$ cat src/hdl/cpuPkg.sv
//####################
// cpu package
// opcodes, alu operations, widths and host address map
//####################
`default_nettype none

package cpuPkg;

	// datapath and field widths
	localparam int dataW = 64;
	localparam int instW = 32;
	localparam int regAddrW = 5;
	localparam int hostAdrW = 10;

	// opcode field inst[31:21], short opcodes padded with zeros on the right
	typedef enum logic [10:0] {
		opAdd  = 11'b10001011000,
		opSub  = 11'b11001011000,
		opAnd  = 11'b10001010000,
		opOrr  = 11'b10101010000,
		// i-type, top 10 bits significant
		opAddi = 11'b10010001000,
		opSubi = 11'b11010001000,
		opLdur = 11'b11111000010,
		opStur = 11'b11111000000,
		// cb-type, top 8 bits significant
		opCbz  = 11'b10110100000,
		// b-type, top 6 bits significant
		opB    = 11'b00010100000
	} opcodeT;

	typedef enum logic [2:0] {
		aluAdd   = 3'd0,
		aluSub   = 3'd1,
		aluAnd   = 3'd2,
		aluOr    = 3'd3,
		aluPassB = 3'd4
	} aluOpT;

	// host regions, picked by the top two word-address bits
	localparam logic [1:0] regionImem = 2'b00;
	localparam logic [1:0] regionDmem = 2'b01;
	localparam logic [1:0] regionCsr  = 2'b10;
	// run control and status words
	localparam logic [hostAdrW-1:0] ctrlAdr = 10'h200;
	localparam logic [hostAdrW-1:0] statAdr = 10'h201;

endpackage

`default_nettype wire

$ cat src/hdl/hostRegs.sv
//####################
// host registers
// wishbone slave, run control, status, memory decode
//####################
`timescale 1ns/10ps
`default_nettype none

module hostRegs (
	input wire logic clk,
	input wire logic rstN,
	input wire logic wbCyc,
	input wire logic wbStb,
	input wire logic wbWe,
	input wire logic [cpuPkg::hostAdrW-1:0] wbAdr,
	input wire logic [cpuPkg::dataW-1:0] wbDatW,
	output logic [cpuPkg::dataW-1:0] wbDatR,
	output logic wbAck,
	input wire logic halt,
	input wire logic [cpuPkg::dataW-1:0] pc,
	output logic run,
	output logic start,
	output logic hostSel,
	output logic [cpuPkg::hostAdrW-3:0] hostAdr,
	output logic hostWe,
	output logic [cpuPkg::dataW-1:0] hostDatW,
	output logic imemWe,
	output logic dmemWe,
	input wire logic [cpuPkg::instW-1:0] imemHostDat,
	input wire logic [cpuPkg::dataW-1:0] dmemHostDat
);

	logic [1:0] region;
	logic req;
	logic halted;
	logic ctrlWr;
	logic [cpuPkg::dataW-1:0] readMux;

	assign region = wbAdr[cpuPkg::hostAdrW-1 -: 2];
	// new access, not the cycle that is already acking
	assign req = wbCyc && wbStb && !wbAck;
	assign ctrlWr = req && wbWe && (wbAdr == cpuPkg::ctrlAdr);

	// memories belong to the host whenever the core is stopped
	assign hostSel = !run;
	assign hostAdr = wbAdr[cpuPkg::hostAdrW-3:0];
	assign hostDatW = wbDatW;
	// writes while running are acked but dropped
	assign hostWe = req && wbWe && hostSel;
	assign imemWe = hostWe && (region == cpuPkg::regionImem);
	assign dmemWe = hostWe && (region == cpuPkg::regionDmem);

	always_comb begin
		readMux = '0;
		case (region)
			cpuPkg::regionImem: readMux = {{(cpuPkg::dataW - cpuPkg::instW){1'b0}}, imemHostDat};
			cpuPkg::regionDmem: readMux = dmemHostDat;
			cpuPkg::regionCsr: begin
				// status: pc in the upper word, halted and running in bits 1:0
				if (wbAdr == cpuPkg::statAdr) begin
					readMux = {pc[31:0], {(cpuPkg::dataW - 34){1'b0}}, halted, run};
				end else if (wbAdr == cpuPkg::ctrlAdr) begin
					readMux = {{(cpuPkg::dataW - 1){1'b0}}, run};
				end
			end
			default: ;
		endcase
	end

	always_ff @(posedge clk or negedge rstN) begin
		if (!rstN) begin
			wbAck <= 1'b0;
			run <= 1'b0;
			start <= 1'b0;
			halted <= 1'b0;
		end else begin
			// one-cycle ack after the strobe is sampled
			wbAck <= req;
			start <= 1'b0;
			if (start) begin
				run <= 1'b1;
				halted <= 1'b0;
			end else if (run && halt) begin
				// pc stays on the branch-to-self
				run <= 1'b0;
				halted <= 1'b1;
			end
			if (ctrlWr) begin
				if (wbDatW[0] && !run && !start) begin
					start <= 1'b1;
				end else if (!wbDatW[0]) begin
					run <= 1'b0;
				end
			end
		end
	end

	// read data lands together with the ack
	always_ff @(posedge clk) begin
		if (req && !wbWe) begin
			wbDatR <= readMux;
		end
	end

endmodule

`default_nettype wire

$ cat config.mk
export PLATFORM = sky130hd
export DESIGN_NAME = hostRegs
export DESIGN_NICKNAME = d
export VERILOG_FILES = /design/src/hdl/cpuPkg.sv /design/src/hdl/hostRegs.sv
export SDC_FILE = /design/constraint.sdc
export NUM_CORES = 1
export LEC_CHECK = 0
export BUFFER_PORTS_ARGS = -buffer_cell sky130_fd_sc_hd__buf_2
export CAP_MARGIN = 10
export CORE_AREA = 2 2 151 153
export CTS_CLUSTER_SIZE = 12
export DETAILED_ROUTE_END_ITERATION = 7
export DIE_AREA = 0 0 153 155
export HOLD_SLACK_MARGIN = 0.1
export SYNTH_ARGS = -nofsm -noshare
export SYNTH_HDL_FRONTEND = slang
export SYNTH_SLANG_ARGS = --single-unit
$ cat constraint.sdc
create_clock -name clk -period 5.5 [get_ports clk]
set_clock_uncertainty 0.05 [all_clocks]
set_input_delay 1.1 -clock clk [delete_from_list [all_inputs] [get_ports clk]]
set_output_delay 1.1 -clock clk [all_outputs]
set_load 0.02 [all_outputs]
-- Word-level counts from Yosys, hierarchy flattened
Cells that the tools add are included.
- flip-flop bits (word level): 68
- bits of input ports: 240
- output and inout port bits: 143
- logic and storage cells: 38
- equal/unequal tests: 4
- multiplexer cells: 12
- reduce and logical (&&, ||, !) cells: 17
- operator list (cell ; count):
    64-bit case mux with 3 select lines ; 1
    64-bit 2-to-1 mux ; 1
    10-bit == test (second input constant) ; 2
    1-bit logical AND ; 11
    1-bit 2-to-1 mux ; 10
    1-bit zero test ; 4
    2-bit by 1-bit == test with 1-bit output (second input constant) ; 1
    2-bit == test (second input constant) ; 1
    2-bit zero test ; 1
    2-bit nonzero test ; 1

-- Depth between registers and ports, before layout
Gate-level depths: netlist of the first run.
- word-level depth: 6
- depth in mapped cells: 5
- gate-level depth less buffers: 3

-- Worst setup path after synthesis of the first run
No wires, ideal clock.
- kind: input port to flip-flop
- start: input port wbStb
- end: register wbDatR[0] (netlist bit), enable pin
- library setup time: 495 ps
- arrival time: 4160 ps
- required time: 4955 ps
- setup slack: 795 ps
- stages on the path: 2
- buffers on the path: 0
- path through: and3b_1 -> nor2b_1
- cells in the longest elaborated chain, start to end: 3
- ends and longest elaborated chain (element ; line ; text):
    start, declared ; hostRegs.sv:12 ; input wire logic wbStb,
    1-bit logical AND (2 in a row) ; hostRegs.sv:40 ; assign req = wbCyc && wbStb && !wbAck;
    1-bit logical AND ; hostRegs.sv:99 ; if (req && !wbWe) begin
    end signal, assigned ; hostRegs.sv:100 ; wbDatR <= readMux;
    end, declared ; hostRegs.sv:16 ; output logic [cpuPkg::dataW-1:0] wbDatR,
No other way between the ends.
A chain may end at the register's enable or synchronous reset.

-- Final worst setup path of the first run
- start: input port wbAdr[8] (netlist bit)
- end: output port dmemWe
- cells in the longest elaborated chain, start to end: 2
- ends and longest elaborated chain (element ; line ; text):
    start, declared ; hostRegs.sv:14 ; input wire logic [cpuPkg::hostAdrW-1:0] wbAdr,
    2-bit by 1-bit == test with 1-bit output ; hostRegs.sv:50 ; assign dmemWe = hostWe && (region == cpuPkg::regionDmem);
    1-bit logical AND ; hostRegs.sv:50 ;
    end, declared ; hostRegs.sv:27 ; output logic dmemWe,
No other way between the ends.

==> results of run 1 <==
-- per-layer routing --
layer,vias to the layer above,track usage
met1,1157,0.08674
met4,0,0.05423
li1,1224,-
met5,-,0
met2,199,0.1984
met3,46,0.03983
-- power by group --
| group | switching (mW) | total, mW | internal, mW | leakage, nW |
|---|---|---|---|---|
| combinational | 0.0815 | 0.153 | 0.0710 | 1.34 |
| clock | 0.225 | 0.624 | 0.399 | 0.156 |
| sequential | 0.00262 | 0.584 | 0.581 | 0.671 |
| total | 0.310 | 1.36 | 1.05 | 2.17 |
-- kinds of logic after synthesis --
group / share of synthesized area
buffers and inverters: 0.1810
DFF: 0.5737
and+or+nand+nor: 0.06532
AOI/OAI and AO/OA: 0.08910
muxes: 0.09088
-- cell type report --
class,instances,area (sq um)
clock buffer,9,225.2
clock inverter,7,98.84
fill,2417,17480
inverter,3,11.26
multi-input combinational,114,874.6
sequential,68,2022
tap,285,356.6
timing repair buffer,229,1159
-- final timing paths --
check                          from  depth (start not counted)  slack [ns]         end
max in group asynchronous      rstN                          1        4.76         run
hold / removal                start                          1        0.44      halted
min in group asynchronous      rstN                          1        0.52      halted
setup reg to reg              wbAck                          3        3.15  wbDatR[10]
hold reg to reg               start                          1        0.44      halted
setup / recovery           wbAdr[8]                          5        1.94      dmemWe
-- state kept, by name, indices dropped and copies added (netlist names) --
register and flops:
run 1, wbDatR 64, wbAck 1, start 1, halted 1
-- metrics by stage --
step                      setup WS (ns)  cells  utilization  area, sq um
after global routing              1.814    715       0.2136         4747
after detailed placement          1.916    699       0.1990         4423
after CTS                         1.909    715       0.2136         4747
after floorplan                  0.7949    272            -         3525
final                             1.937    715       0.2136         4747
after global placement            1.950    699       0.1990         4423
-- synth_stat cells (2+ instances only) --
library cell	n
nor3b_1	2
o2bb2ai_1	2
nor2b_1	2
clkbuf_1	8
buf_6	3
mux2i_1	32
a21oi_1	2
nor2_1	32
dfrtp_1	4
buf_4	73
inv_1	3
edfxtp_1	64
a22o_1	32
buf_2	3
-- worst max-delay path, delay by kind of cell --
kind | cells | cell delay, ns
AND/OR/NAND/NOR | 2 | 0.40
buffers and inverters | 3 | 0.87
==> metrics.txt, run 1 <==
status complete, no violations; crit-path cells buf_2 > nor2b_2 > buf_4 > and2_1 > buf_2; die area 23,720 sq um; Initial Util 0.1586; post-route ant nets 0; fin. max-slew vios 0; Die Wd 153 microns; Clk Latency, worst-skew pair 0.32 ns; worst path required time 4.35 ns; most frequent cells in the layout 224 x buf_2, 64 x edfxtp_1, 32 x a22o_1, 32 x mux2i_1, 32 x nor2_1; final setup violation count 0; Least-Margin Pin Slew 0.6937 ns; CP endpoint kind primary output; H-tree depth 3; hold buffer count at cts 0; critical path class in2out; maximum vdd drop 0.0001839 V; top-area cell type share of the netlist area 0.5453; crit path time final 3.563 ns; RSZ-0062 raised after global routing false; initial antenna violation count 0; CTS buffer count 9; routed len/inst 17.59 microns; Top FF cell, synth edfxtp_1; synth unique cells 24; nets 665; crit start category primary input; Synth async-reset ratio 0.05882; gr ovfl total 0; met2 WL post-DR 6908 microns; GRT Overall Usage 0.1010; Rel. slew slack 0.5366; slowest cell delay on critical path 0.39 ns; DR top layer met4; CP dominant cell by count buf_2; WL met3 1149 microns; synth top area cells edfxtp_1 55%, buf_4 16%, mux2i_1 9.1%; max_cap viols 0; clk sinks 68; CTS tree done; pin count of the biggest net entering global routing 45; detailed-route DRC error count 0; pwr dens 286.6 nW/um^2; diode count 0; number of DRC markers after the initial detailed-route iteration 94; wirelength, routed 12,580 microns; share of layout cells above drive strength 1 0.5814; vias in the first global route 2,530; worst path arrival time 2.41 ns; via/cell ratio 3.673; Post-synth EDFFs 64; site row count 55; Synth Instances 272; CTS root buffer clkbuf_16; # port buffers 224; clk buf depth 2; GP Congestion 0.7460; vias 2,626; setup TNS 0 ns; Die Y 155 microns; Post-Syn Area 3525 sq um; commonest non-fill, non-tap cell in the layout buf_2; Max Fclk 280.6 MHz; dpl hpwl 10,050 microns; Syn-to-layout area delta 34.68%; Routed met1 length 4038 microns; worst hold path type reg2reg; Max Fanout on Critical Path 33; PnR Total Power 1.361 mW; fin crit share 0.6479; postcts setup bufs 0; FF+latch count, synth 68; Syn Area/Cell 12.96 sq um; static leakage 2.172 nW; IO Count 383; DRT Pass-1 Iters 4; cell taking the most area after synthesis edfxtp_1; Hold Vio Cnt, Final 0; first-pass GRT wire length 16,850 microns; crit path max-delay cell type buf_2; Synthesis Warnings 0; register area share after synthesis 0.5737; Placeable Area 22,230 sq um; syn nets 512; CTS resizes 0; Hold WS 0.4404 ns; Worst-path clk slew 0.06 ns
(Power assumes the default switching activity.)
==> inputs of run 2 (changes only) <==
--- a/config.mk
+++ b/config.mk
@@ -5,12 +5,13 @@
 export SDC_FILE = /design/constraint.sdc
 export NUM_CORES = 1
 export LEC_CHECK = 0
+export ABC_AREA = 1
 export BUFFER_PORTS_ARGS = -buffer_cell sky130_fd_sc_hd__buf_2
 export CAP_MARGIN = 10
-export CORE_AREA = 2 2 151 153
+export CORE_AREA = 2 2 149 151
 export CTS_CLUSTER_SIZE = 12
 export DETAILED_ROUTE_END_ITERATION = 7
-export DIE_AREA = 0 0 153 155
+export DIE_AREA = 0 0 151 153
 export HOLD_SLACK_MARGIN = 0.1
 export SYNTH_ARGS = -nofsm -noshare
 export SYNTH_HDL_FRONTEND = slang
==> constraint.sdc (replaced) <==
create_clock -name clk -period 2.99 [get_ports clk]
set_clock_uncertainty 0.05 [all_clocks]
set_input_delay 0.598 -clock clk [delete_from_list [all_inputs] [get_ports clk]]
set_output_delay 0.598 -clock clk [all_outputs]
set_load 0.02 [all_outputs]
==> run 2 against run 1 <==
Net effect: first-iteration DRC count increased by 99%; total power increased by 85%; sequential power increased by 85%; critical endpoint unchanged.
==> metrics.txt, run 2 <==
first-pass GRT wire length 20,820 microns; max reg flops 64; Internal 1.938 mW; maximum vdd drop 0.0002290 V; vias 3,297; static leakage 2.461 nW; via/cell ratio 3.958; Synth Area in Compound Gates 0.02200; synth top area cells edfxtp_1 50%, buf_4 14%, nand3_1 10%; share of layout cells above drive strength 1 0.4991; setup TNS 0 ns; GRT Overall Usage 0.1262; postcts setup bufs 0; Synth top cells by count 81 x nand3_1, 73 x buf_4, 71 x nand2_1, 64 x edfxtp_1, 26 x inv_1; Syn-to-layout area delta 31.28%; xor and xnor area share after synthesis 0; number of DRC markers after the initial detailed-route iteration 187; internal reg-to-reg setup slack 1.38 ns; critical path class in2out; CTS tree done; PnR Total Power 2.523 mW; routed len/inst 18.11 microns; max_cap viols 0; largest family of logic cells by synthesized area simple AND/OR/NAND/NOR gates; Synth async-reset ratio 0.05882; Clk Latency, worst-skew pair 0.33 ns; synth unique cells 22; site row count 54; Max Fclk 474.1 MHz; CP endpoint kind primary output; GP Congestion 0.7701; Max Fanout on Critical Path 29; Hold WS 0.4251 ns; CTS buffer count 9; CTS resizes 0; pwr dens 497.0 nW/um^2; Post-Synth Simple-Gate Area 0.2533; Die Y 153 microns; Synth Instances 397; wirelength, routed 15,090 microns; switching power 0.5859 mW; slowest cell delay on critical path 0.35 ns; clk sinks 68; Post-synth EDFFs 64; worst path arrival time 1.46 ns; most frequent cells in the layout 224 x buf_2, 81 x nand3_1, 71 x nand2_1; Critical Path Source wbAdr[8]; reg2reg start wbAck; syn nets 637; vias in the first global route 3,338; Least-Margin Pin Slew 0.8052 ns; Placeable Area 21,490 sq um; Rel. slew slack 0.4626; fin. max-slew vios 0; crit start category primary input; gr ovfl total 0; crit path time final 2.109 ns; Worst-path clk slew 0.06 ns; post-route ant nets 0; Hold Vio Cnt, Final 0; multiplexer area fraction after synthesis 0; crit-path cells buf_2 > buf_4 > nand2_1 > nor2_1 > buf_2; crit path max-delay cell type buf_4; most flop-heavy register wbDatR; RSZ-0062 raised after global routing false; nets 788; Logic pwr share 0.118; clock share of power 0.456; FF+latch count, synth 68; initial antenna violation count 1; detailed-route DRC error count 0; dpl hpwl 11,960 microns; most frequent cell after synthesis nand3_1; CTS root buffer clkbuf_16; die area 23,100 sq um; IO Count 383; commonest non-fill, non-tap cell in the layout buf_2; Initial Util 0.1800; Top FF cell, synth edfxtp_1; Syn Area/Cell 9.742 sq um; pin count of the biggest net entering global routing 65; Reg2Reg Depth 4; top-area cell type share of the netlist area 0.4969; switching part of the total 0.2322; reg2reg end wbDatR[39]; fin crit share 0.7055; CP dominant cell by count buf_2; Layout fillers 2,366; status complete, no violations; worst hold path type reg2reg; final setup violation count 0; DRT Pass-1 Iters 5; # port buffers 224; Synth Area in Adders 0; Synthesis Warnings 0; Die Wd 151 microns; Worst setup endpoint dmemWe; register area share after synthesis 0.5228; Seq pwr share 0.426; H-tree depth 3; diode count 0; clk buf depth 2; cell taking the most area after synthesis edfxtp_1; Post-Syn Area 3867 sq um; worst path required time 2.34 ns
-- run 2: cell count changes after synthesis, sizes merged, moves of 2 or more --
cell / delta
nand4: +2
clkbuf: -6
nor2b: -2
a22o: -32
nor3b: -2
buf: +14
o21ai: +16
o2bb2ai: -2
inv: +24
mux2i: -32
nand3: +101
nand2: +72
nor2: -19
-- run 2: area by class of cell --
| cell class | count | area, sq um | area share |
|---|---|---|---|
| clock inverters | 5 | 75.07 | 0.01479 |
| repair buffers | 235 | 1206 | 0.2376 |
| inverters | 27 | 101.3 | 0.01996 |
| flip-flops and latches | 68 | 2022 | 0.3982 |
| clock buffers | 11 | 242.7 | 0.04781 |
| well taps | 280 | 350.3 | 0.06900 |
| multi-input cells | 207 | 1080 | 0.2127 |
-- run 2: worst min-delay path by stage --
| stage | startpoint | end | slack [ns] | depth (start not counted) |
|---|---|---|---|---|
| 2_1_floorplan | rstN | halted | 0.25 | 0 |
| 3_3_place_gp | rstN | wbAck | 0.38 | 1 |
| 3_5_place_dp | rstN | wbAck | 0.38 | 1 |
| 4_1_cts | start | halted | 0.45 | 1 |
| 5_1_grt | start | halted | 0.47 | 1 |
| 6_report | start | halted | 0.43 | 1 |
-- run 2: kinds of logic (layout without fill, tap and decap cells) --
kind of cell,after synthesis,in the layout
AO/OA/AOI/OAI,17,17
buffers and inverters,122,278
flip-flops,68,68
AND/OR/NAND/NOR,190,190
-- run 2: power by group through the flow --
stage	Combinational [mW]	Sequential, mW	Clock (mW)
2_1_floorplan	0.242	1.12	0
3_3_place_gp	0.301	1.09	0
3_5_place_dp	0.304	1.10	0
4_1_cts	0.307	1.08	1.19
5_1_grt	0.331	1.08	1.23
6_report	0.299	1.08	1.15
-- run 2: metrics by stage --
| step | worst slack (ns) | std cells | utilization | area, sq um |
|---|---|---|---|---|
| 2_1_floorplan | 0.1501 | 397 | - | 3870 |
| 3_3_place_gp | 0.7871 | 816 | 0.2211 | 4750 |
| 3_5_place_dp | 0.8194 | 816 | 0.2211 | 4750 |
| 4_1_cts | 0.8213 | 833 | 0.2363 | 5077 |
| 5_1_grt | 0.7484 | 833 | 0.2363 | 5077 |
| 6_report | 0.8806 | 833 | 0.2363 | 5077 |
-- run 2: layer usage --
| layer | global-route usage | vias up | part of all wire |
|---|---|---|---|
| li1 | - | 1565 | - |
| met1 | 0.1117 | 1518 | 0.31 |
| met2 | 0.2394 | 172 | 0.54 |
| met3 | 0.05254 | 42 | 0.11 |
| met4 | 0.06409 | 0 | 0.038 |
| met5 | 0 | - | 0 |
-- run 2: repair_timing --
item                                    in CTS  in global routing
hold endpoints to repair                     4                  0
hold buffers                                 1                  0
endpoints found under the setup margin       0                  0
-- run 2: worst max-delay path, delay by kind of cell --
kind | cells | cell delay [ns]
buffers and inverters | 3 | 0.66
AND/OR/NAND/NOR | 2 | 0.20
